$ cat src/source/zxHostPkg.sv
// ZX host shared definitions
// Bus widths, region and state encodings, access latencies

package zxHostPkg;

    //~~~~~~~~~~~~~~~~~~~~~~~~~~~~~~~~~~~~~~~~~~~~~~~~~~~~~~~~~~~~
    // Bus and memory widths
    //~~~~~~~~~~~~~~~~~~~~~~~~~~~~~~~~~~~~~~~~~~~~~~~~~~~~~~~~~~~~
    typedef logic [15:0] addr_t;         // Z80 address bus
    typedef logic [7:0]  data_t;         // Z80 data byte
    typedef logic [13:0] ramAddr_t;      // Internal 16K RAM
    typedef logic [12:0] vramAddr_t;     // Bitmap and attributes, lower 8K
    typedef logic [21:0] flashAddr_t;    // Flash pins
    typedef logic [17:0] sramAddr_t;     // SRAM pins
    typedef logic [39:0] keyMatrix_t;    // 8 rows x 5 keys, active low
    typedef logic [2:0]  waitCnt_t;      // Wait timer count

    //~~~~~~~~~~~~~~~~~~~~~~~~~~~~~~~~~~~~~~~~~~~~~~~~~~~~~~~~~~~~
    // Encodings
    //~~~~~~~~~~~~~~~~~~~~~~~~~~~~~~~~~~~~~~~~~~~~~~~~~~~~~~~~~~~~
    typedef enum logic [1:0] {
        REGION_ROM,                      // 0000-3FFF, flash
        REGION_RAM,                      // 4000-7FFF, internal dual port
        REGION_SRAM,                     // 8000-FFFF, external SRAM
        REGION_IO                        // Any I/O cycle
    } region_t;

    typedef enum logic [1:0] {
        BUS_IDLE,
        BUS_WAIT,                        // nWait held low
        BUS_DONE                         // Waiting for strobes to release
    } busState_t;

    // Latency of each target in clkCpu cycles
    localparam waitCnt_t ROM_WAIT  = 3'd3;
    localparam waitCnt_t SRAM_WAIT = 3'd2;
    localparam waitCnt_t INT_WAIT  = 3'd1;   // Internal RAM and I/O

    localparam data_t KEMPSTON_PORT = 8'h1F;

endpackage

$ cat src/source/busController.sv
// Z80 bus controller
// Decodes strobes into a target region, stretches the cycle with nWait
// for the region latency and steers read data and write strobes

`timescale 1ns/10ps

module busController (
    input  logic                clkCpu,
    input  logic                rst,
    input  zxHostPkg::addr_t    addr,
    input  logic                nMreq,
    input  logic                nIorq,
    input  logic                nRd,
    input  logic                nWr,
    output logic                nWait,
    output logic                timerLoad,
    output zxHostPkg::waitCnt_t timerValue,
    input  logic                timerDone,
    output zxHostPkg::region_t  region,
    output logic                isWrite,
    output logic                active,      // High for the whole WAIT state
    output logic                commit,
    output logic                capture,
    output logic                ramWe,
    output logic                ioWrite,
    input  zxHostPkg::data_t    ramData,
    input  zxHostPkg::data_t    extData,
    input  zxHostPkg::data_t    ioData,
    output zxHostPkg::data_t    cpuDataOut
);
    import zxHostPkg::*;

    busState_t state;
    logic      strobesOn;                    // Any access presented by the CPU

    //~~~~~~~~~~~~~~~~~~~~~~~~~~~~~~~~~~~~~~~~~~~~~~~~~~~~~~~~~~~~
    // Address map and latency select
    //~~~~~~~~~~~~~~~~~~~~~~~~~~~~~~~~~~~~~~~~~~~~~~~~~~~~~~~~~~~~
    assign strobesOn = (!nMreq || !nIorq) && (!nRd || !nWr);
    assign isWrite   = !nWr;

    always_comb begin
        if (!nIorq) region = REGION_IO;
        else if (addr[15]) region = REGION_SRAM;      // 8000-FFFF
        else if (addr[14]) region = REGION_RAM;       // 4000-7FFF
        else region = REGION_ROM;                      // 0000-3FFF
    end

    always_comb begin
        case (region)
            REGION_ROM:  timerValue = ROM_WAIT;
            REGION_SRAM: timerValue = SRAM_WAIT;
            default:     timerValue = INT_WAIT;       // RAM and I/O
        endcase
    end

    //~~~~~~~~~~~~~~~~~~~~~~~~~~~~~~~~~~~~~~~~~~~~~~~~~~~~~~~~~~~~
    // Access FSM
    //~~~~~~~~~~~~~~~~~~~~~~~~~~~~~~~~~~~~~~~~~~~~~~~~~~~~~~~~~~~~
    always_ff @(posedge clkCpu) begin
        if (rst) begin
            state <= BUS_IDLE;
            nWait <= 1'b1;
        end else begin
            case (state)
                BUS_IDLE: if (strobesOn) begin
                    state <= BUS_WAIT;
                    nWait <= 1'b0;                    // Stretch from next edge
                end
                BUS_WAIT: if (timerDone) begin
                    state <= BUS_DONE;
                    nWait <= 1'b1;                    // Let the CPU go on
                end
                default: if (!strobesOn) state <= BUS_IDLE;  // Hold until release
            endcase
        end
    end

    assign timerLoad = (state == BUS_IDLE) && strobesOn;
    assign active    = (state == BUS_WAIT);

    // One-cycle pulses on the last WAIT cycle
    assign commit  = active && timerDone && isWrite;
    assign capture = active && timerDone && !nRd;
    assign ramWe   = commit && (region == REGION_RAM);
    assign ioWrite = isWrite && (region == REGION_IO);

    // Read byte stays put through DONE until the strobes drop
    always_ff @(posedge clkCpu) begin
        if (capture) begin
            case (region)
                REGION_RAM: cpuDataOut <= ramData;
                REGION_IO:  cpuDataOut <= ioData;
                default:    cpuDataOut <= extData;    // Flash or SRAM
            endcase
        end
    end

    assert property (@(posedge clkCpu) disable iff (rst)
        !nWait |-> (state == BUS_WAIT))
    else $error("nWait low outside WAIT");

    assert property (@(posedge clkCpu) disable iff (rst) !(commit && capture))
    else $error("commit and capture together");

endmodule

$ cat config.mk
export PLATFORM = sky130hd
export DESIGN_NAME = busController
export DESIGN_NICKNAME = d
export VERILOG_FILES = /design/src/source/zxHostPkg.sv /design/src/source/busController.sv
export SDC_FILE = /design/constraint.sdc
export NUM_CORES = 1
export LEC_CHECK = 0
export CORE_AREA = 2 2 39 41
export DETAILED_ROUTE_END_ITERATION = 8
export DIE_AREA = 0 0 41 43
export DONT_BUFFER_PORTS = 1
export PLACE_DENSITY_LB_ADDON = 0.12
export SYNTH_ARGS = -nofsm -noshare
export SYNTH_HDL_FRONTEND = slang
export SYNTH_SLANG_ARGS = --single-unit
$ cat constraint.sdc
create_clock -name clkCpu -period 1.63 [get_ports clkCpu]
set_clock_uncertainty 0.2 [all_clocks]
set_input_delay 0.163 -clock clkCpu [delete_from_list [all_inputs] [get_ports clkCpu]]
set_output_delay 0.163 -clock clkCpu [all_outputs]
set_load 0.01 [all_outputs]
# --- Word-level counts from Yosys, hierarchy flattened ---
# Cells that the tools add are included.
op_classes:
  n_eq_ne: 7
  mux: 12
  n_reduce_logical: 18
ops:
  columns: ["operator", "count"]
  rows:
  - ["$pmux 8 s2", 1]
  - ["$mux 2", 5]
  - ["$pmux 2 s2", 2]
  - ["$logic_and 1x1->1", 7]
  - ["$reduce_and 3->1", 2]
  - ["$eq 2x1->1 const B", 2]
  - ["$eq 2x2->1 const B", 2]
  - ["$logic_not 1->1", 4]
  - ["$logic_not 2->1", 2]
  - ["$ne 2x2->1 const B", 2]
  - ["$mux 1", 3]
  - ["$ne 3x2->1 const B", 1]
  - ["$logic_or 1x1->1", 2]
  - ["$pmux 1 s2", 1]
  - ["$reduce_bool 2->1", 1]
word_totals:
  reg_bits: 11
  input_bits: 47
  out_inout_bits: 21

# --- Logic depth before layout (Yosys ltp) ---
depth:
  word_depth: 5
  mapped_depth: 4
  mapped_depth_nobuf: 3

# --- Worst setup path after synthesis ---
# No wires, ideal clock.
synth_timing:
  path_kind: "reg2reg"
  start: "register state[1]"
  end: "register cpuDataOut[0], enable pin"
  setup_time_ns: 0.378
  arrival_ns: 1.209
  t_required_ns: 1.052
  path_slack_ns: -0.158
  stages_incl_launch_ff: 4
  n_path_buf: 0
  synth_period_minus_slack_ns: 1.788
  path_cell_list: "dfxtp_1 > and2b_1 > nand2_1 > nor2_1"
synth_between:
  elab_chain_cells: 3
synth_rtl:
  columns: ["item", "line_no", "text"]
  rows:
  - ["start: declaration", "busController.sv:33", "busState_t state;"]
  - ["start signal: assignment", "busController.sv:62", "state <= BUS_IDLE;"]
  - ["start signal: assignment", "busController.sv:67", "state <= BUS_WAIT;"]
  - ["start signal: assignment", "busController.sv:71", "state <= BUS_DONE;"]
  - ["$eq 2x1->1", "busController.sv:80", "assign active = (state == BUS_WAIT);"]
  - ["named net active", "busController.sv:21", "output logic active,"]
  - ["$logic_and 1x1->1 (2 in series)", "busController.sv:84", "assign capture = active && timerDone && !nRd;"]
  - ["named net capture", "busController.sv:23", "output logic capture,"]
  - ["end signal: assignment", "busController.sv:92", "REGION_RAM: cpuDataOut <= ramData;"]
  - ["end signal: assignment", "busController.sv:93", "REGION_IO: cpuDataOut <= ioData;"]
  - ["end signal: assignment", "busController.sv:94", "default: cpuDataOut <= extData;"]
  - ["end: declaration", "busController.sv:29", "output zxHostPkg::data_t cpuDataOut"]
# The timed path passes the listed nets, and every way through them passes these cells.
# A chain may end at the register's enable or synchronous reset.

# --- Worst setup path in the final report ---
layout_timing:
  start: "register state[1]"
  end: "output ramWe"
layout_between:
  elab_chain_cells: 4
layout_rtl:
  columns: ["item", "line_no", "text"]
  rows:
  - ["$eq 2x1->1", "busController.sv:80", null]
  - ["$logic_and 1x1->1 (2 in series)", "busController.sv:83", "assign commit = active && timerDone && isWrite;"]
  - ["$logic_and 1x1->1", "busController.sv:85", "assign ramWe = commit && (region == REGION_RAM);"]
  - ["end: declaration", "busController.sv:24", "output logic ramWe,"]
# Every way passes these cells.

==> metrics.md <==
| Metric | Value |
|---|---|
| Status | finished with violations |
| Failing checks | hold timing |
| Nets | between 100 and 150 |
| Cells on Worst Hold Path | 2 |
| Largest net degree at the start of global routing | 22 |
| Crit-path max FO | 5 |
| Hold WS | -0.0351 ns |
| Commonest non-fill, non-tap cell in the layout | dlygate4sd3_1 |
| Worst setup SP type | flop |
| CTS Buffer Depth | 2 |
| Overflow after GRT | 0 |
| Starting density of the core | 0.441 |
| Pwr Density | 718 mW/mm^2 |
| GRT Resource Usage Total | 0.166 |
| Slew headroom | 0.643 |
| Worst skew pair latency | ~0.26 ns |
| Critical path launch point | state[1]$_SDFFE_PP0P_ |
| Reg2reg path depth | 4 |
| GRT met3 Usage | 0.0681 |
| RSZ-0062 raised after global routing | true |
| Sequential fraction of the synthesis area | 0.492 |
| Syn_area_per_cell | 9.69 sq um |
| Hpwl dp | between 800 and 900 microns |
| Chip height | about 43 microns |
| Met2 Usage GRT | 0.253 |
| Row cnt | 14 |
| Period utilisation layout | 0.964 |
| Synth warnings | 0 |
| Final Slew Violations | 0 |
| Detailed Routing Iterations Pass 1 | 2 |
| Worst reg2reg setup slack | 0.15 ns |
| DRC viols | 0 |
| Syn_nets | 110 |
| Vias in the first global route | roughly 450 |
| Critical R2R Capture | state[0]$_SDFFE_PP0P_ |
| GR Util met1 | 0.182 |
| Final min period | around 1.6 ns |
| Crit path DAT | approximately 1.2 ns |
| Register area | 303 sq um |
| DIE AREA | between 0.0015 and 0.002 sq mm |
| Cts bufs inserted | 3 |
| Worst reg2reg startpoint | state[1]$_SDFFE_PP0P_ |
| Antenna cells | 0 |
| Hold Crit Class | input port to flop |
| Cells after Synth | 63 |
| Number of distinct library cells after synthesis | 19 |
| PortBufs | 0 |
| Root Buffer | clkbuf_4 |
| Leak Pwr | between 0.3 and 0.4 nW |
| WS Path Type | flop to output port |
| Placed cell count | 78 |
| Via count | 538 |
| Final Hold Vio Count | 5 |
| WL/cell | roughly 14 microns |
| Worst EP required | 1.27 ns |
| Total power | around 0.66 mW |
| First-pass GRT wire length | 1.95 mm |
| Routed WL | roughly 1.5 mm |
| Maxcap violations | 0 |
| CTS tree | built |
| Antenna violations before repair | 0 |
| Most frequent cells in the layout | dlygate4sd3_1 (20), nor2_1 (11), a21oi_1 (9) |
| Area of the multi-input gates | 302 sq um |
| Share of layout cells above drive strength 1 | 0.211 |
| Initial DRC Count | 5 |
| Top Usage Layer GRT | met2 |
| Setup_tns | 0 ns |
| Clock slew seen by the registers of the worst setup and hold paths | approximately 0.070 ns |
| Crit. End Element | output port |
| Chip width | approximately 41 microns |
| Core ar. | approximately 0.0014 sq mm |
| Final setup fails | 0 |
| Crit path capture | ramWe |
| Vias per inst | between 5 and 6 |
| Area Overhead vs Synth | 50.4% |
| Syn Std Cell Area | about 610 sq um |
| Number of placed I/O pins | 68 |
| CTS Sinks | 11 |
| Number of synthesized register bits | 11 |
| Final ANT Viol Nets | 0 |
| # H-tree levels | 1 |
| # fillers | 106 |
| Max Fclk | 637 MHz |
| IR Drop Worst-Case VDD | between 300 and 400 uV |
| Slew @ Worst Pin | about 0.54 ns |
| GPL Wtd Cong | between 0.6 and 0.7 |
| Non-Filler Instances | about 110 |
cell usage after synthesis, drive strengths merged:
cell,count,area (sq um)
nor2,13,48.8
nand3,1,5.00
inv,3,11.3
a221o,1,10.0
buf,4,25.0
nand2b,2,12.5
nor4b,1,15.0
nand2,5,21.3
a31oi,1,6.26
dfxtp,3,60.1
a22oi,1,12.5
and2b,1,7.51
edfxtp,8,240
and2,1,6.26
mux2i,8,80.1
conb,1,3.75
a21oi,9,45.0
metrics by stage:
| step | area [sq um] | hold WS (ns) | worst slack, ns | util |
|---|---|---|---|---|
| floorplan | 613 | 0.0321 | 0.0234 | - |
| global placement | 643 | 0.0345 | 0.168 | 0.465 |
| detailed placement | 643 | 0.0365 | 0.162 | 0.465 |
| CTS | 762 | -0.104 | -0.0121 | 0.551 |
| global route | 918 | -0.0303 | 0.00739 | 0.664 |
| finish | 918 | -0.0351 | 0.0594 | 0.664 |
how the worst min path moves through the flow:
stage / startpoint / end / slack (ns)
3_3_place_gp: rst / state[1]$_SDFFE_PP0P_ / 0.03
6_report: nIorq / cpuDataOut[1]$_DFFE_PP_ / -0.04
3_5_place_dp: rst / state[1]$_SDFFE_PP0P_ / 0.04
4_1_cts: nIorq / cpuDataOut[3]$_DFFE_PP_ / -0.10
2_1_floorplan: rst / state[1]$_SDFFE_PP0P_ / 0.03
5_1_grt: timerDone / state[1]$_SDFFE_PP0P_ / -0.03
cell families (layout without fill, tap and decap cells):
family,count (synthesis),in the layout,share of synthesized area
other,1,1,0.00614
buffers and inverters,7,34,0.0594
flip-flops,11,11,0.492
AO/OA/AOI/OAI,12,12,0.121
multiplexers,8,8,0.131
AND/OR/NAND/NOR,24,24,0.191
critical path, cell delays in order, from the launching register on:
cell     delay, ns
dfxtp_2       0.34
and2b_2       0.24
nand2_4       0.08
nor4b_4       0.28
metal layers:
layer / vias up / share of wire / routed length, microns
met5: - / 0 / 0
met4: 0 / 0 / 0
met3: 0 / 0.050 / 74
met2: 20 / 0.59 / 880
li1: 270 / - / -
met1: 248 / 0.36 / 538
registers in the layout, indices dropped and copies added (netlist names):
signal      count
cpuDataOut      8
state           2
nWait           1
report_power, final:
part           leakage (nW)  internal [mW]  switching, mW
Clock                0.0150         0.0945         0.0897
Combinational         0.284         0.0792         0.0669
Sequential           0.0977          0.317         0.0119
area by class of cell:
type	instances	share of cell area
flip-flops and latches	11	0.330
multi-input cells	45	0.328
repair buffers	27	0.279
clock buffers	4	0.0286
well taps	16	0.0218
inverters	3	0.0123
what timing repair did:
action | in CTS | in global routing
pin swaps | 2 | 2
setup endpoints to repair | 2 | 3
hold endpoints to repair | 12 | 9
gates resized for setup | 4 | 5
buffers inserted | 4 | 1
hold buffers | 5 | 15
Power figures use the tool's default switching activity.
