==> src/source/zxHostPkg.sv <==
// ZX host shared definitions
// Bus widths, region and state encodings, access latencies

package zxHostPkg;

    //~~~~~~~~~~~~~~~~~~~~~~~~~~~~~~~~~~~~~~~~~~~~~~~~~~~~~~~~~~~~
    // Bus and memory widths
    //~~~~~~~~~~~~~~~~~~~~~~~~~~~~~~~~~~~~~~~~~~~~~~~~~~~~~~~~~~~~
    typedef logic [15:0] addr_t;         // Z80 address bus
    typedef logic [7:0]  data_t;         // Z80 data byte
    typedef logic [13:0] ramAddr_t;      // Internal 16K RAM
    typedef logic [12:0] vramAddr_t;     // Bitmap and attributes, lower 8K
    typedef logic [21:0] flashAddr_t;    // Flash pins
    typedef logic [17:0] sramAddr_t;     // SRAM pins
    typedef logic [39:0] keyMatrix_t;    // 8 rows x 5 keys, active low
    typedef logic [2:0]  waitCnt_t;      // Wait timer count

    //~~~~~~~~~~~~~~~~~~~~~~~~~~~~~~~~~~~~~~~~~~~~~~~~~~~~~~~~~~~~
    // Encodings
    //~~~~~~~~~~~~~~~~~~~~~~~~~~~~~~~~~~~~~~~~~~~~~~~~~~~~~~~~~~~~
    typedef enum logic [1:0] {
        REGION_ROM,                      // 0000-3FFF, flash
        REGION_RAM,                      // 4000-7FFF, internal dual port
        REGION_SRAM,                     // 8000-FFFF, external SRAM
        REGION_IO                        // Any I/O cycle
    } region_t;

    typedef enum logic [1:0] {
        BUS_IDLE,
        BUS_WAIT,                        // nWait held low
        BUS_DONE                         // Waiting for strobes to release
    } busState_t;

    // Latency of each target in clkCpu cycles
    localparam waitCnt_t ROM_WAIT  = 3'd3;
    localparam waitCnt_t SRAM_WAIT = 3'd2;
    localparam waitCnt_t INT_WAIT  = 3'd1;   // Internal RAM and I/O

    localparam data_t KEMPSTON_PORT = 8'h1F;

endpackage

==> src/source/ioPorts.sv <==
// ULA and joystick I/O ports
// Border and beeper register on even ports, keyboard and tape read
// on even ports, Kempston joystick on port 1F

`timescale 1ns/10ps

module ioPorts (
    input  logic                  clkCpu,
    input  logic                  rst,
    input  zxHostPkg::addr_t      addr,
    input  zxHostPkg::data_t      wrData,
    input  logic                  commit,
    input  logic                  ioWrite,
    input  zxHostPkg::keyMatrix_t keyMatrix,
    input  logic                  earIn,
    input  logic [5:0]            kempston,  // Active low pad buttons
    output zxHostPkg::data_t      ioData,
    output logic [2:0]            border,
    output logic                  beeper
);
    import zxHostPkg::*;

    logic       ulaPort;                 // Even address decodes the ULA
    logic [4:0] keyRows;                 // AND of selected rows
    data_t      kempData;

    assign ulaPort = !addr[0];

    //~~~~~~~~~~~~~~~~~~~~~~~~~~~~~~~~~~~~~~~~~~~~~~~~~~~~~~~~~~~~
    // ULA output register
    //~~~~~~~~~~~~~~~~~~~~~~~~~~~~~~~~~~~~~~~~~~~~~~~~~~~~~~~~~~~~
    always_ff @(posedge clkCpu) begin
        if (rst) begin
            border <= 3'd0;
            beeper <= 1'b0;
        end else if (commit && ioWrite && ulaPort) begin
            border <= wrData[2:0];       // Border colour
            beeper <= wrData[4];         // Speaker
        end
    end

    //~~~~~~~~~~~~~~~~~~~~~~~~~~~~~~~~~~~~~~~~~~~~~~~~~~~~~~~~~~~~
    // Keyboard rows
    //~~~~~~~~~~~~~~~~~~~~~~~~~~~~~~~~~~~~~~~~~~~~~~~~~~~~~~~~~~~~
    // A low address bit 8+r pulls in row r, pressed keys read as zero
    always_comb begin
        keyRows = 5'h1F;
        for (int r = 0; r < 8; r++) begin
            if (!addr[8+r]) begin
                keyRows = keyRows & keyMatrix[r*5 +: 5];
            end
        end
    end

    // Joystick reads 000FUDLR active high
    // Bit 1 of the pad has no Kempston function
    assign kempData = {3'b000,
                       !kempston[3],     // Fire
                       !kempston[5],     // Up
                       !kempston[4],     // Down
                       !kempston[0],     // Left
                       !kempston[2]};    // Right

    always_comb begin
        if (ulaPort) begin
            ioData = {1'b1, earIn, 1'b1, keyRows};     // Tape in bit 6
        end else if (addr[7:0] == KEMPSTON_PORT) begin
            ioData = kempData;
        end else begin
            ioData = 8'hFF;              // Unused odd ports float high
        end
    end

endmodule

==> config.mk <==
export PLATFORM = sky130hd
export DESIGN_NAME = ioPorts
export DESIGN_NICKNAME = d
export VERILOG_FILES = /design/src/source/zxHostPkg.sv /design/src/source/ioPorts.sv
export SDC_FILE = /design/constraint.sdc
export NUM_CORES = 1
export LEC_CHECK = 0
export BUFFER_PORTS_ARGS = -buffer_cell sky130_fd_sc_hd__buf_2
export CAP_MARGIN = 5
export CORE_MARGIN = 3
export CORE_UTILIZATION = 23
export CTS_CLUSTER_DIAMETER = 40
export DETAILED_ROUTE_END_ITERATION = 8
export PLACE_DENSITY = 0.74
export SLEW_MARGIN = 10
export SYNTH_ARGS = -nofsm -noshare
export SYNTH_HDL_FRONTEND = slang
export SYNTH_SLANG_ARGS = --single-unit
==> constraint.sdc <==
create_clock -name clkCpu -period 1 [get_ports clkCpu]
set_clock_uncertainty 0.05 [all_clocks]
set_input_delay 0.2 -clock clkCpu [delete_from_list [all_inputs] [get_ports clkCpu]]
set_output_delay 0.2 -clock clkCpu [all_outputs]
set_load 0.02 [all_outputs]
# Word-level counts from Yosys, hierarchy flattened
# Index checks and enable logic that the tools add are counted.
[op_classes] eq_ne=1 n_mux=10 n_bitwise=7 reduce_logical=8
[op_table] op="2-to-1 mux 5 bit" count=8
[op_table] op="AND 5 bit" count=7
[op_table] op="2-to-1 mux 8 bit" count=2
[op_table] op="== test 8 x 5 -> 1 bit (second input constant)" count=1
[op_table] op="logical NOT 1 bit" count=6
[op_table] op="logical AND 1 bit" count=2
[word_totals] register_bits=4 input_bits=75 out_inout_bits=12 word_cells=28

# Longest topological paths before layout
# Gate-level depths: netlist (run 1).
[depth] ltp_word=16 ltp_mapped=5 depth_no_buf=3

# Least setup slack after synthesis (run 1)
# OpenSTA, ideal clock, no wires.
[synth_timing] path_type="input to output" from="in addr[0]" to="out ioData[6]" arrival_ps=998 t_required_ps=750 setup_slack_ps=-248 path_stages=4 n_path_buf=1 cell_sequence="buf_6 and4b_4 and2_4 nor2_1"
[synth_via] elab_chain_cells=3
[synth_rtl] element="from (decl)" line="ioPorts.sv:10" rtl="input zxHostPkg::addr_t addr,"
[synth_rtl] element="== test 8 x 5 -> 1 bit" line="ioPorts.sv:67" rtl="end else if (addr[7:0] == KEMPSTON_PORT) begin"
[synth_rtl] element="2-to-1 mux 8 bit" line="ioPorts.sv:67"
[synth_rtl] element="2-to-1 mux 8 bit (*)" line="ioPorts.sv:65" rtl="if (ulaPort) begin"
[synth_rtl] element="to (decl)" line="ioPorts.sv:17" rtl="output zxHostPkg::data_t ioData,"
# Every way passes the cells marked *; elsewhere a longest branch is shown, timed or not.

# Worst setup path in the final report (run 1)
[layout_timing] from="in addr[5]" to="out ioData[3]"
[layout_via] elab_chain_cells=3
[layout_rtl] element="== test 8 x 5 -> 1 bit" line="ioPorts.sv:67"
[layout_rtl] element="2-to-1 mux 8 bit" line="ioPorts.sv:67"
[layout_rtl] element="2-to-1 mux 8 bit" line="ioPorts.sv:65"
# No other way between the ends.

==> results.json, run 1 <==
{
  "tightest_slew_ns": 0.281,
  "leakagePower_nw": 0.586,
  "post-route-period-util_pct": 128,
  "wl_per_cell_um": 15.7,
  "post-cts-setup-buffer-count": 0,
  "whs_ns": 0.124,
  "p_int_mw": 0.552,
  "grt_pass1_vias": 853,
  "r2r_start": "beeper",
  "power_density_nw_per_um2": 707,
  "dr.pass1.iters": 4,
  "clk_latency_ns": 0.24,
  "ys_types": 17,
  "p_sw_mw": 0.261,
  "grt_antenna_before_repair": 0,
  "ys_seq_area_share_pct": 16.9,
  "violations": "setup timing",
  "arrival_ns": 1.03,
  "ios": 87,
  "drv_cap": 0,
  "hold_viol_final": 0,
  "crit_type": "in2out",
  "worst_slack_ns": -0.280,
  "relSlewSlack_pct": 81.1,
  "detail-route-antenna-nets": 0,
  "dr_total_vias": 865,
  "hold_buffers": 0,
  "fmax_ghz": 0.781,
  "drc_errors": 0,
  "clockBufferDepth": 2,
  "gp_congestion": 0.619,
  "die_y_um": 51.3,
  "cts_num_sinks": 4,
  "rrSetupSlack_ns": 0.34,
  "hold_end": "border[1]",
  "min_from": "rst",
  "power.total_mw": 0.814,
  "multi_input_area_um2": 454,
  "status": "complete, but fails checks",
  "p_sw_share_pct": 32.1,
  "worstHoldPathCells": 2,
  "syn_nets": 133,
  "die_x_um": 51.3,
  "grt_util_all_layers_pct": 17.4,
  "finalMaxSlewViolations": 0,
  "seqPwrFrac_pct": 20.8,
  "grt_max_degree": 10,
  "grt_pass1_wl_um": 3480,
  "routed_wl_um": 2620,
  "drive_above_1_share_pct": 76.8,
  "cts_tree": "yes",
  "dpl.hpwl_um": 2050,
  "viasPerCell": 5.18,
  "dr.first_iter.drc_count": 7,
  "end_kind": "output pin",
  "combPwrFrac_pct": 53.0,
  "initial_core_util_pct": 25.7,
  "hp-class": "in2reg",
  "required_ns": 0.75,
  "clk_pin_slew_worst_paths_ns": 0.04,
  "yosys_warnings": 0,
  "cts_buffers": 3,
  "n_fill_cell": 165,
  "synth_area_um2": 473,
  "diodes": 0,
  "min_period_ns": 1.28,
  "num_rows": 15,
  "syn_inst": 58,
  "nets": 219,
  "finalSetupTns_ns": -2.06,
  "setup_viol": 8,
  "path_max_fanout": 4,
  "syn_to_final_growth_pct": 143,
  "root_buffer": "clkbuf_4",
  "ys_ff_latch": 4,
  "portBuffers": 81,
  "p_clk_share_pct": 26.2,
  "crit_path_start_kind": "input port",
  "rsz0062_at_grt": "true",
  "htreeDepth": 1,
  "r2r-end": "beeper",
  "grt_overflow": 0,
  "regArea_um2": 80.1,
  "peakVddDrop_uv": 461,
  "final_core_util_pct": 62.6,
  "avgSynthCellArea_um2": 8.15,
  "die_area_um2": 2640,
  "r2r_cells": 2,
  "core_area_um2": 1840
}
==> critical path, cell delays in order <==
cell and delay [ns]:
buf_6 0.09, and4b_4 0.34, nand3_2 0.08, a22o_1 0.19, buf_6 0.13
==> cell usage after synthesis (all sizes together) <==
cell / number / area (um2)
o21a: 1 / 7.51
buf: 2 / 18.8
o22ai: 18 / 113
nand3: 3 / 15.0
a22o: 2 / 17.5
mux2i: 4 / 40.0
nor4: 5 / 43.8
dfxtp: 4 / 80.1
nor2: 12 / 45.0
and4bb: 1 / 16.3
and4b: 1 / 13.8
inv: 1 / 3.75
nand3b: 1 / 20.0
and2: 1 / 8.76
a2bb2oi: 2 / 30.0
==> state kept, by name, indices dropped and copies added, names as in the netlist <==
name,flops
border,3
beeper,1
==> power by group through the flow <==
stage	combinational, mW	sequential (mW)	clock (mW)
3_5_place_dp	0.332	0.171	0
3_3_place_gp	0.326	0.170	0
6_report	0.431	0.169	0.213
5_1_grt	0.458	0.169	0.228
4_1_cts	0.413	0.168	0.216
2_1_floorplan	0.134	0.178	0
==> timing repair <==
action                                  in CTS  in global routing
cloned                                       0                  0
hold endpoints to repair                     0                  0
endpoints found under the setup margin       8                 11
pin swaps                                   13                  9
resized for setup                           42                 11
==> metrics by stage <==
step | cell area [um2] | instances | setup WS (ns)
global placement | 912 | 164 | -0.358
floorplan | 487 | 58 | -0.156
CTS | 1110 | 167 | -0.291
detailed placement | 912 | 164 | -0.374
finish | 1150 | 167 | -0.280
global route | 1150 | 167 | -0.312
==> area by class of cell <==
class | count | area share [%]
inverter | 1 | 0.543
clock buffer | 3 | 1.96
multi-input combinational | 51 | 39.5
timing repair buffer | 83 | 48.4
tap | 25 | 2.72
sequential | 4 | 6.96
==> cell usage in the layout (no fill, tap or decap) <==
cell type	n
nor2_2	1
nand3_1	1
mux2i_1	4
o22ai_1	10
nand3_2	2
buf_2	58
buf_6	15
a2bb2oi_2	2
o22ai_4	1
nand3b_4	1
o21a_2	1
nor4_2	4
buf_8	3
and4b_4	1
dfxtp_1	4
nor4_1	1
buf_4	7
and2_4	1
o22ai_2	7
inv_4	1
a22o_1	2
nor2_1	11
clkbuf_4	3
and4bb_4	1
==> cells by family after synthesis <==
| kind of cell | synth area share, % |
|---|---|
| AOI/OAI and AO/OA | 35.5 |
| buffers and inverters | 4.76 |
| DFF | 16.9 |
| muxes | 8.47 |
| and+or+nand+nor | 34.4 |
==> worst max path at each step <==
stage / startpoint / endpoint / slack [ns]
final: addr[5] / ioData[3] / -0.28
after global routing: addr[6] / ioData[2] / -0.31
after CTS: addr[7] / ioData[3] / -0.29
after detailed placement: addr[10] / ioData[3] / -0.37
after global placement: addr[10] / ioData[3] / -0.36
after floorplan: addr[0] / ioData[0] / -0.16
==> routing by layer <==
layer / GRT usage (%) / part of all wire [%] / vias up
li1: - / - / 407
met1: 16.3 / 34 / 398
met2: 36.3 / 53 / 60
met3: 5.83 / 13 / 0
met4: 2.62 / 0 / 0
met5: 0 / 0 / -
(Power assumes the default switching activity.)
==> run 2, diff against run 1 <==
- SKIP_CTS_REPAIR_TIMING: default -> 1
==> results.json, run 2 (same netlist as run 1, synthesis figures left out) <==
{
  "status": "complete, but fails checks",
  "violations": "setup timing",
  "setup_viol": 8,
  "wl_per_cell_um": 15.7,
  "final_cell_mix": "buf_2 (59), buf_6 (16), nor2_1 (10), o22ai_1 (8)",
  "grt_util_all_layers_pct": 15.3,
  "clockBufferDepth": 2,
  "hold_viol_final": 0,
  "n_fill_cell": 167,
  "regArea_um2": 80.1,
  "gp_congestion": 0.619,
  "drc_errors": 0,
  "end_kind": "output pin",
  "rsz0062_at_grt": "true",
  "num_rows": 15,
  "dr.pass1.iters": 4,
  "crit_type": "in2out",
  "root_buffer": "clkbuf_4",
  "die_y_um": 51.3,
  "grt_overflow": 0,
  "fmax_ghz": 0.781,
  "cts_tree": "yes",
  "regMostFlops": "border",
  "cts_num_sinks": 4,
  "top_regs": "border (3), beeper (1)",
  "die_area_um2": 2640,
  "arrival_ns": 1.03,
  "diodes": 0,
  "dpl.hpwl_um": 2050,
  "power.total_mw": 0.836,
  "relSlewSlack_pct": 82.5,
  "viasPerCell": 5.23,
  "leakagePower_nw": 0.588,
  "clk_pin_slew_worst_paths_ns": 0.04,
  "routed_wl_um": 2630,
  "grt_max_degree": 10,
  "drv_cap": 0,
  "detail-route-antenna-nets": 0,
  "syn_to_final_growth_pct": 150,
  "die_x_um": 51.3,
  "ios": 87,
  "grt_antenna_before_repair": 0,
  "pre_cts_ws_ns": -0.374,
  "dr.first_iter.drc_count": 9,
  "grt_pass1_wl_um": 3080,
  "initial_core_util_pct": 25.7,
  "drive_above_1_share_pct": 79.6,
  "min_period_ns": 1.28,
  "post-route-period-util_pct": 128,
  "nets": 219,
  "layout_commonest_cell": "buf_2",
  "grt_pass1_vias": 774,
  "power_density_nw_per_um2": 707,
  "dr_total_vias": 873,
  "required_ns": 0.75,
  "portBuffers": 81,
  "peakVddDrop_uv": 471,
  "multi_input_area_um2": 499,
  "finalMaxSlewViolations": 0,
  "rrSetupSlack_ns": 0.34,
  "path_max_fanout": 4,
  "htreeDepth": 1,
  "largest_reg_flops": 3,
  "clk_latency_ns": 0.24,
  "core_area_um2": 1840,
  "crit_path_start_kind": "input port",
  "cts_buffers": 3,
  "worst_slack_ns": -0.280,
  "hp-class": "in2reg",
  "tightest_slew_ns": 0.261
}
-- run 2: final cells by class --
| class | instances | area share (%) |
|---|---|---|
| Timing Repair Buffer | 83 | 45.9 |
| Multi-Input combinational cell | 51 | 42.2 |
| Sequential cell | 4 | 6.77 |
| Tap cell | 25 | 2.65 |
| Clock buffer | 3 | 1.90 |
| Inverter | 1 | 0.529 |
-- run 2: stage by stage --
| step | cells | TNS [ns] | area (um2) | util (%) | hold slack (ns) |
|---|---|---|---|---|---|
| 2_1_floorplan | 58 | -0.824 | 487 | - | 0.222 |
| 3_3_place_gp | 164 | -2.43 | 912 | 49.6 | 0.357 |
| 3_5_place_dp | 164 | -2.71 | 912 | 49.6 | 0.366 |
| 4_1_cts | 167 | -2.49 | 935 | 50.8 | 0.109 |
| 5_1_grt | 167 | -2.36 | 1180 | 64.3 | 0.114 |
| 6_report | 167 | -2.10 | 1180 | 64.3 | 0.125 |
-- run 2: where the power goes --
group / total, mW / leakage, nW / internal, mW / switching, mW
Clock: 0.214 / 0.0138 / 0.135 / 0.0788
Combinational: 0.454 / 0.541 / 0.257 / 0.196
Sequential: 0.169 / 0.0325 / 0.166 / 0.00316
Total: 0.836 / 0.588 / 0.558 / 0.278
-- run 2: final timing paths --
path,startpoint,end,cells past startpoint
max reg2reg,beeper,beeper,2
min reg2reg,border[2],border[2],2
max,addr[5],ioData[1],5
min,rst,border[1],2
-- run 2: metal layers --
| layer | track usage (%) | part of all wire [%] | up-vias |
|---|---|---|---|
| met5 | 0 | 0 | - |
| met4 | 2.62 | 0 | 0 |
| met3 | 4.96 | 14 | 0 |
| met2 | 30.9 | 53 | 64 |
| met1 | 15.1 | 34 | 402 |
| li1 | - | - | 407 |
-- run 2: worst max-delay path, stage by stage --
cell and delay (ns):
buf_6 0.09, and4b_4 0.34, nand3_2 0.08, a22o_1 0.19, buf_6 0.13
