--- config.mk ---
export PLATFORM = sky130hd
export DESIGN_NAME = extMemPort
export DESIGN_NICKNAME = d
export VERILOG_FILES = /design/src/source/zxHostPkg.sv /design/src/source/extMemPort.sv
export SDC_FILE = /design/constraint.sdc
export NUM_CORES = 1
export LEC_CHECK = 0
export ABC_AREA = 1
export BUFFER_PORTS_ARGS = -buffer_cell sky130_fd_sc_hd__buf_2
export CORE_ASPECT_RATIO = 0.5
export CORE_MARGIN = 4
export CORE_UTILIZATION = 39
export DETAILED_ROUTE_END_ITERATION = 10
export PLACE_DENSITY_LB_ADDON = 0.08
export SETUP_SLACK_MARGIN = 0.02
export SYNTH_ARGS = -nofsm -noshare
export SYNTH_HDL_FRONTEND = slang
export SYNTH_SLANG_ARGS = --single-unit
--- constraint.sdc ---
create_clock -name clkCpu -period 1.5 [get_ports clkCpu]
set_input_delay 0.075 -clock clkCpu [delete_from_list [all_inputs] [get_ports clkCpu]]
set_output_delay 0.075 -clock clkCpu [all_outputs]
set_load 0.01 [all_outputs]
--- src/source/zxHostPkg.sv ---
// ZX host shared definitions
// Bus widths, region and state encodings, access latencies

package zxHostPkg;

    //~~~~~~~~~~~~~~~~~~~~~~~~~~~~~~~~~~~~~~~~~~~~~~~~~~~~~~~~~~~~
    // Bus and memory widths
    //~~~~~~~~~~~~~~~~~~~~~~~~~~~~~~~~~~~~~~~~~~~~~~~~~~~~~~~~~~~~
    typedef logic [15:0] addr_t;         // Z80 address bus
    typedef logic [7:0]  data_t;         // Z80 data byte
    typedef logic [13:0] ramAddr_t;      // Internal 16K RAM
    typedef logic [12:0] vramAddr_t;     // Bitmap and attributes, lower 8K
    typedef logic [21:0] flashAddr_t;    // Flash pins
    typedef logic [17:0] sramAddr_t;     // SRAM pins
    typedef logic [39:0] keyMatrix_t;    // 8 rows x 5 keys, active low
    typedef logic [2:0]  waitCnt_t;      // Wait timer count

    //~~~~~~~~~~~~~~~~~~~~~~~~~~~~~~~~~~~~~~~~~~~~~~~~~~~~~~~~~~~~
    // Encodings
    //~~~~~~~~~~~~~~~~~~~~~~~~~~~~~~~~~~~~~~~~~~~~~~~~~~~~~~~~~~~~
    typedef enum logic [1:0] {
        REGION_ROM,                      // 0000-3FFF, flash
        REGION_RAM,                      // 4000-7FFF, internal dual port
        REGION_SRAM,                     // 8000-FFFF, external SRAM
        REGION_IO                        // Any I/O cycle
    } region_t;

    typedef enum logic [1:0] {
        BUS_IDLE,
        BUS_WAIT,                        // nWait held low
        BUS_DONE                         // Waiting for strobes to release
    } busState_t;

    // Latency of each target in clkCpu cycles
    localparam waitCnt_t ROM_WAIT  = 3'd3;
    localparam waitCnt_t SRAM_WAIT = 3'd2;
    localparam waitCnt_t INT_WAIT  = 3'd1;   // Internal RAM and I/O

    localparam data_t KEMPSTON_PORT = 8'h1F;

endpackage

--- src/source/extMemPort.sv ---
// External memory port
// Drives flash and SRAM pins for the ROM and upper RAM windows and
// holds the byte read from them

`timescale 1ns/10ps

module extMemPort (
    input  logic                  clkCpu,
    input  logic                  rst,
    input  zxHostPkg::addr_t      addr,
    input  zxHostPkg::data_t      wrData,
    input  zxHostPkg::region_t    region,
    input  logic                  isWrite,
    input  logic                  active,
    input  logic                  capture,
    input  logic                  romSelect,
    output zxHostPkg::flashAddr_t flashAddr,
    input  zxHostPkg::data_t      flashData,
    output zxHostPkg::sramAddr_t  sramAddr,
    output zxHostPkg::data_t      sramDataOut,
    output logic                  sramWeN,
    input  zxHostPkg::data_t      sramDataIn,
    output zxHostPkg::data_t      extData
);
    import zxHostPkg::*;

    data_t pinData;                      // Byte on the selected chip pins
    data_t heldData;                     // Last captured external byte
    logic  extRead;

    //~~~~~~~~~~~~~~~~~~~~~~~~~~~~~~~~~~~~~~~~~~~~~~~~~~~~~~~~~~~~
    // Address mapping
    //~~~~~~~~~~~~~~~~~~~~~~~~~~~~~~~~~~~~~~~~~~~~~~~~~~~~~~~~~~~~
    // Two 16K ROM images sit back to back in flash, romSelect picks one
    assign flashAddr = {7'b0, romSelect, addr[13:0]};
    assign sramAddr  = {3'b0, addr[14:0]};          // 32K window at 8000

    //~~~~~~~~~~~~~~~~~~~~~~~~~~~~~~~~~~~~~~~~~~~~~~~~~~~~~~~~~~~~
    // Write path
    //~~~~~~~~~~~~~~~~~~~~~~~~~~~~~~~~~~~~~~~~~~~~~~~~~~~~~~~~~~~~
    // Flash has no write pin here, so ROM writes just run their wait
    assign sramDataOut = wrData;
    assign sramWeN     = !(active && isWrite && (region == REGION_SRAM));

    //~~~~~~~~~~~~~~~~~~~~~~~~~~~~~~~~~~~~~~~~~~~~~~~~~~~~~~~~~~~~
    // Read path
    //~~~~~~~~~~~~~~~~~~~~~~~~~~~~~~~~~~~~~~~~~~~~~~~~~~~~~~~~~~~~
    assign pinData = (region == REGION_ROM) ? flashData : sramDataIn;
    assign extRead = capture && ((region == REGION_ROM) || (region == REGION_SRAM));

    always_ff @(posedge clkCpu) begin
        if (rst) begin
            heldData <= '0;
        end else if (extRead) begin
            heldData <= pinData;
        end
    end

    // Pins pass straight through on the capture cycle itself
    assign extData = capture ? pinData : heldData;

    // Write strobe only ever in the 8000-FFFF address window
    assert property (@(posedge clkCpu) disable iff (rst)
        !sramWeN |-> addr[15])
    else $error("SRAM write strobe outside SRAM window");

endmodule

# After elaboration in Yosys (flattened, before gate mapping)
# Cells that the tools add are included.
# totals
regBits	8
inputBits	48
output_inout_bits	57
elab_cells	10
# op_classes
n_eq_ne	1
n_mux	2
reduce_logical	6
# op_table
operator	n
$mux 8	2
$logic_and 1x1->1	3
$eq 2x2->1 const B	1
$logic_not 2->1	1
$logic_not 1->1	1
$logic_or 1x1->1	1

# Longest topological paths before layout
# Gate-level depths: netlist (run 1).
# logic_depth
depth_word	3
ltp_mapped	7
ltp_nobuf	6

# Least setup slack after synthesis (run 1)
# OpenSTA, ideal clock, no wires.
# synth_timing
path_kind	input -> output
start	in capture
end	out extData[0]
arrival_ns	0.671
required_time_ns	1.425
path_slack_ns	0.754
cell_stages	3
n_path_buf	2
path_cell_list	buf_4 > clkbuf_1 > o21ai_0
# synth_between
elab_chain_cells	1
# synth_rtl
item	line_no	rtl
start, declared	extMemPort.sv:15	input logic capture,
$mux 8	extMemPort.sv:60	assign extData = capture ? pinData : heldData;
end, declared	extMemPort.sv:23	output zxHostPkg::data_t extData
# No other way between the ends.

# Worst setup path in the final report (run 1)
# layout_timing
start	in region[0]
end	out extData[6]
# layout_between
elab_chain_cells	3
# layout_rtl
item	line_no	rtl
start, declared	extMemPort.sv:12	input zxHostPkg::region_t region,
$logic_not 2->1	extMemPort.sv:48	assign pinData = (region == REGION_ROM) ? flashData : sramDataIn;
$mux 8	extMemPort.sv:48	
$mux 8	extMemPort.sv:60	
# No other way between the ends.

==> results.md, run 1 <==
Floorplanning:
- The die outline area is 3660 um^2.
- The die width is ~82 um.
- The core outline area is 2590 um^2.
- The floorplan die height is 44.8 um.
- The cell row count is 13.
- Pin placement for this block handled 105 I/O pins.
- Once the floorplan was initialized, standard cells occupied slightly above 40% of the core.

Route:
- Using the TritonRoute via totals, the vias-per-cell ratio works out to about 4.1.
- The number of DRC markers in iteration 0 is 36.
- In the final routed layout, each cell accounts on average for 11.8 um.
- The first detailed-routing pass ran for 4 iterations.
- The total DRC errors in the routed layout is 0.
- The count of nets left with antenna violations once routing finished came out at 0.
- Wires add up to 2350 um.
- Detailed routing inserted a total of 823 vias.

Critical path:
- The top cell family by delay on the critical path is simple AND/OR/NAND/NOR gates.
- The launch instance of the worst register-to-register path is heldData[6]$_SDFFE_PP0P_.
- The number of buffers and inverters on the critical path is 2.
- The delay of the slowest cell on the worst path is ~0.33 ns.
- The worst path arrival time is 0.96 ns.
- The worst setup path is captured at a primary output.
- The signal on the critical path passes through buf_2 > nor2_4 > nand2_1 > nand3_1 > o21ai_0 > buf_2.
- The slowest stage of the critical path belongs to the cell nor2_4.
- In this run the register-to-register setup slack is 0.86 ns.
- The category of the critical setup timing path is in2out.
- The endpoint of the most critical register-to-register path is heldData[6]$_SDFFE_PP0P_.
- The number of cells traversed by the worst register-to-register path is 4.
- In this run the worst path has a maximum fanout of 16.
- STA puts the critical path data required time at 1.42 ns.
- The type of origin of the critical path is an input pin.
- In this design, the critical path's most frequently occurring cell is buf_2.

Placement:
- After legalization and detailed placement, the total HPWL measured about 1900 um.
- The count of input and output buffers is 31.
- Routability-driven placement finished with a final weighted congestion of 0.662.
- Timing analysis after detailed placement gives a worst setup slack of 0.411 ns.

Finish:
- From synthesis to final layout, the design area changed by -12.9%.
- The leading cell type in the layout, fill and taps excluded is nand2_1.
- In the final layout, the registers with the most flip-flops are heldData x8.
- The number of nets in the layout is 213.
- In the layout the commonest cells are nand2_1, inv_1, buf_2.
- The number of antenna cells inserted is 0.
- In the final layout, the share of cells above drive strength 1 is 25.8%.
- The flip-flop count of the largest register, all copies and words added is 8.
- Ranked by flip-flop count, first place goes to heldData.

GRT:
- The via count of the first global-routing pass is 705.
- The total congestion overflow after global routing is 0.
- The pin count of the biggest net entering global routing is 18.
- The initial antenna violation count is 0.
- The wire length of the first global-routing pass is 3550 um.
- The overall global routing resource usage is a little over an eighth.

STA:
- The minimum clock period is 1.03 ns.
- The total setup violations reported at the end of the flow is 0.
- The final setup slack of the worst path is between 0.4 and 0.5 ns.
- The final hold violation count is 0.
- Setup repair after global routing left no endpoint under its margin.
- For this run, the top clock speed supported by timing is between 900 and 1000 MHz.
- For the final database, setup skew stands at 0 ns.
- Summed over all failing endpoints, the final setup total negative slack is 0 ns.
- The final-report max-slew violation count is 0.
- The share of the clock period used by the worst path after layout is 68.9%.

Hold path:
- The launch instance of the worst min-delay path is sramDataIn[5].
- The worst hold path passes through 5 cells.
- The min-delay analysis places its worst path in the category in2reg.
- The path with the worst hold slack has its endpoint at heldData[5]$_SDFFE_PP0P_.

Power and ir drop:
- The maximum vdd drop is ~0.38 mV.
- The static power due to leakage is 0.573 nW.
- Dividing total power by cell area gives a power density of between 700 and 800 nW/um^2.

Clock tree:
- Buffers inserted to repair hold after CTS numbered 0.
- The buffer type at the clock tree root is clkbuf_8.
- After clock tree synthesis, the setup repair step added 0 buffers.
- Gates resized during post-CTS repair numbered 0.
- The CTS tree is yes.
- The number of clock buffers inserted by TritonCTS is 3.
- The clock sink total is 8.
- The source-to-sink clock delay at the later pin of the worst-skew pair is 0.22 ns.
- The maximum buffer depth of the clock tree is 2.
- The clock transition at the registers of the reported paths is 0.04 ns.
- CTS built an H-tree with a depth of 1.

Synthesis:
- Yosys attributes the largest share of cell area to buf_4, dfxtp_1, nand2_1, inv_1, nand3_1.
- The share of the Yosys chip area taken by registers is ~15%.
- The number of different library cells used by synthesis comes to 17.
- The register bit total from synthesis is 8.
- The synthesized instance count is 173.
- A synthesized cell averages 6.12 um^2.
- The top cell type's share of synthesized area is 34.8%.
- The count of synthesis-stage warnings from yosys is 0.
- The cell taking the most area after synthesis is buf_4.
- The mapped cell area is 1060 um^2.

Flow run:
- The number of maximum-capacitance violations is 0.

Outcome:
- The run finished with clean final reports.
==> worst reg2reg max path, stage by stage, from the launching register on <==
cell     delay [ns]
dfxtp_1        0.30
inv_1          0.05
a21oi_1        0.13
nand2_1        0.06
inv_1          0.04
==> where the power goes <==
part,internal [mW],total [mW],leakage (nW),switching (mW)
combinational,0.0732,0.196,0.486,0.123
clock,0.173,0.254,0.0216,0.0805
sequential,0.228,0.231,0.0660,0.00305
==> area by class of cell <==
class	count	area [um^2]
flip-flops and latches	8	160
well taps	37	46.3
multi-input cells	86	388
repair buffers	31	155
fillers	321	1660
inverters	35	131
clock buffers	3	41.3
==> cells by family after synthesis <==
| family | Yosys count | share of synthesized area, % |
|---|---|---|
| buf+inv | 88 | 51.4 |
| simple gates | 60 | 25.5 |
| compound gates | 16 | 7.57 |
| flops | 8 | 15.1 |
| other cells | 1 | 0.354 |
==> synthesized netlist by cell type, drive strengths merged <==
cell and number:
buf 51, nand2 42, inv 35, nand3 16, a21oi 8, dfxtp 8, o21ai 8, clkbuf 1
clkdlybuf4s25 1, conb 1, nand4 1, nor2 1
==> stage by stage <==
| step | power (mW) | hold slack, ns | cell area [um^2] | std cells | utilization [%] |
|---|---|---|---|---|---|
| floorplan | 0.490 | 0.242 | 1090 | 182 | - |
| global placement | 0.432 | 0.150 | 881 | 197 | 34.1 |
| detailed placement | 0.433 | 0.150 | 881 | 197 | 34.1 |
| CTS | 0.703 | 0.142 | 922 | 200 | 35.7 |
| global route | 0.736 | 0.150 | 922 | 200 | 35.7 |
| finish | 0.682 | 0.149 | 922 | 200 | 35.7 |
==> layer usage <==
| layer | vias up | track usage [%] | wire length, um |
|---|---|---|---|
| li1 | 435 | - | - |
| met2 | 37 | 18.8 | 958 |
| met1 | 347 | 17.1 | 1090 |
| met3 | 4 | 7.17 | 294 |
| met4 | 0 | 2.65 | 10 |
| met5 | - | 0 | 0 |
==> how the worst max path moves through the flow <==
stage          startpoint                       end  slack [ns]  cells past startpoint
6_report        region[0]                extData[6]        0.47                      6
3_3_place_gp      capture  heldData[2]$_SDFFE_PP0P_        0.42                      6
5_1_grt         region[0]                extData[3]        0.34                      6
3_5_place_dp      capture  heldData[2]$_SDFFE_PP0P_        0.41                      6
4_1_cts         region[0]                extData[6]        0.46                      6
2_1_floorplan     capture                extData[0]        0.75                      3
(Power assumes the default switching activity.)
==> run 2: changes to the inputs <==
--- a/config.mk
+++ b/config.mk
@@ -9,7 +9,7 @@
 export BUFFER_PORTS_ARGS = -buffer_cell sky130_fd_sc_hd__buf_2
 export CORE_ASPECT_RATIO = 0.5
 export CORE_MARGIN = 4
-export CORE_UTILIZATION = 39
+export CORE_UTILIZATION = 33
 export DETAILED_ROUTE_END_ITERATION = 10
 export PLACE_DENSITY_LB_ADDON = 0.08
 export SETUP_SLACK_MARGIN = 0.02
==> constraint.sdc (replaced) <==
create_clock -name clkCpu -period 0.9 [get_ports clkCpu]
set_input_delay 0.045 -clock clkCpu [delete_from_list [all_inputs] [get_ports clkCpu]]
set_output_delay 0.045 -clock clkCpu [all_outputs]
set_load 0.01 [all_outputs]
==> results.md, run 2 (same netlist as run 1, synthesis figures left out) <==
Outcome:
- The run finished with clean final reports.

Finish:
- The library cells used most frequently in the layout, excluding fill and tap cells, are nand2_1, buf_2, inv_1.
- The register with the most flip-flops in the layout has 8 of them.
- The area of all placed cells without fillers is 1070 um^2.
- Across the whole layout, storage elements account for 169 um^2.
- Fill cells in the final layout number 353.
- 0 antenna diodes ended up in the layout.
- The largest registers in the layout are heldData x8.
- The area growth from synthesis to layout is 1.30%.
- Cells with a size suffix above 1 make up a little over two fifths of the layout.
- Leaving out fill and tap cells, the most frequent cell in the layout is nand2_1.
- The number of nets in the layout is 221.
- Ranked by flip-flop count, first place goes to heldData.
- The area used by multi-input combinational logic is 432 um^2.
- The final design utilization is 35.4%.

Critical path:
- The highest net fanout along the worst path is 2.
- The category of the critical setup timing path is reg2out.
- The kind of capture point of the worst setup path is a primary output.
- The data required time at the worst endpoint is 0.85 ns.
- For flop-to-flop paths, the worst setup slack is 0.25 ns.
- The worst path arrival time is between 0.8 and 0.9 ns.
- STA classifies the critical path startpoint as a flop.

Route:
- Detailed routing inserted a total of 846 vias.
- For this run, design rule violations remaining after detail routing come to 0.
- In the routed layout, each cell is associated on average with a via count of 4.01.
- The detailed router finished its first iteration with 29 violations.
- Dividing the detail-routed wire length by the instance count gives 11.9 um.
- The number of antenna-violating nets in the routed design is 0.
- The wire length after detailed routing is about 2500 um.
- The number of iterations in the first detailed-routing pass is 4.

Power and ir drop:
- Sequential cells account for 32.4% of the total power.
- Net switching is a little under a third of the power.
- In this run, the clock network consumes 34.3% of the power.
- The cell area power density is 1140 nW/um^2.
- Internal power comes to 0.845 mW.
- IR analysis of the VDD net gives a maximum drop of 0.786 mV.
- The static power due to leakage is 0.637 nW.
- The completed layout was analyzed and its total power is roughly 1.2 mW.
- Combinational cells account for between 30% and 40% of the total power.
- The switching power total is 0.374 mW.

Clock tree:
- The number of levels the H-tree was split into is 1.
- TritonCTS built the clock tree.
- Clock tree synthesis inserted a total of 3 buffers.
- The clock transition at the registers of the reported paths is ~0.04 ns.
- The maximum buffer depth of the clock tree is 2.
- The buffer type at the clock tree root is clkbuf_8.
- Counting every sink on the clock net gives 8.
- The source-to-sink clock delay at the later pin of the worst-skew pair is 0.22 ns.

Placement:
- Before CTS, the worst setup slack after placement is roughly 0.018 ns.
- At the end of routability-driven placement, the weighted congestion stood at 0.699.
- The detailed placer's ending HPWL is 2040 um.
- The count of input and output buffers is 31.
- After detailed placement, the total cell area comes to 935 um^2.

GRT:
- The initial antenna violation count is 0.
- The overall global routing resource usage is 11.0%.
- Entering global routing, the biggest net connects 17 pins.
- The total congestion overflow after global routing is 0.
- The first global-routing pass estimated 3390 um of wire.
- The via count of the first global-routing pass is 689.

Floorplanning:
- The die width is 88.1 um.
- For this configuration, the core starts out at a cell density of a little over a third.
- The floorplan has 14 rows.
- The number of placed I/O pins is 105.
- The die outline area is around 4200 um^2.
- In this run the vertical extent of the chip is 48.1 um.
- The region available for standard cell placement spans around 3000 um^2.

Flow run:
- Across the run, the number of max-cap violations was 0.

STA:
- Once routing completed, OpenROAD measured the worst setup slack at 0.0465 ns.
- The final hold violation count is 0.
- Setup repair after global routing could not meet its margin everywhere.
- The share of the clock period used by the worst path after layout is between 90 and 100%.
- The sum of negative setup slack is 0 ns.
- On the final layout, the worst clock skew is 0 ns.
- After layout, the minimum clock period comes to 0.853 ns.
- The final-report max-slew violation count was 0.
- The top achievable clock speed is around 1200 MHz.
- The total setup violations reported at the end of the flow is 0.

Hold path:
- The worst hold-check path type is in2out.
-- run 2: cell types whose count changed in the layout (fill, tap and decap cells not counted), sizes merged --
cell,before,now
buf,31,38
clkbuf,3,4
-- run 2: area by class of cell --
| cell class | instances | share of cell area [%] |
|---|---|---|
| flip-flops and latches | 8 | 15.8 |
| inverters | 35 | 12.3 |
| multi-input cells | 86 | 40.3 |
| repair buffers | 39 | 23.2 |
| well taps | 40 | 4.67 |
| clock buffers | 3 | 3.85 |
-- run 2: critical path: stages (launching register included) --
cell,delay (ns)
dfxtp_2,0.31
inv_2,0.03
o21ai_1,0.11
buf_2,0.14
-- run 2: metal layers --
layer / vias to the layer above / share of wire (%) / GRT usage, %
met4: 0 / 2.4 / 7.23
met5: - / 0 / 0
met1: 350 / 48 / 15.4
met2: 29 / 39 / 15.4
li1: 455 / - / -
met3: 12 / 10 / 2.23
-- run 2: timing repair --
item                                    in CTS  in global routing
hold endpoints to repair                     0                  0
endpoints found under the setup margin       8                  8
pin swaps                                    4                  3
hold buffers                                 0                  0
gates cloned                                 0                  1
setup buffers                                0                  2
resized for setup                           12                 21
-- run 2: final timing paths --
check / from / endpoint / cells past startpoint
worst max register to register: heldData[5]$_SDFFE_PP0P_ / heldData[5]$_SDFFE_PP0P_ / 4
worst max-delay path: heldData[1]$_SDFFE_PP0P_ / extData[1] / 3
worst min register to register: heldData[0]$_SDFFE_PP0P_ / heldData[0]$_SDFFE_PP0P_ / 4
worst min-delay path: addr[14] / sramAddr[14] / 0
-- run 2: stage by stage --
step                cells  hold WS, ns
floorplan             182        0.182
global placement      205       0.0901
detailed placement    205       0.0901
CTS                   208       0.0901
global route          211       0.0900
finish                211       0.0900
-- run 2: power groups by stage --
stage          sequential (mW)  clock [mW]  combinational, mW
2_1_floorplan            0.391           0              0.426
3_3_place_gp             0.391           0              0.358
3_5_place_dp             0.392           0              0.359
4_1_cts                  0.386       0.443              0.371
5_1_grt                  0.395       0.451              0.456
6_report                 0.394       0.417              0.407
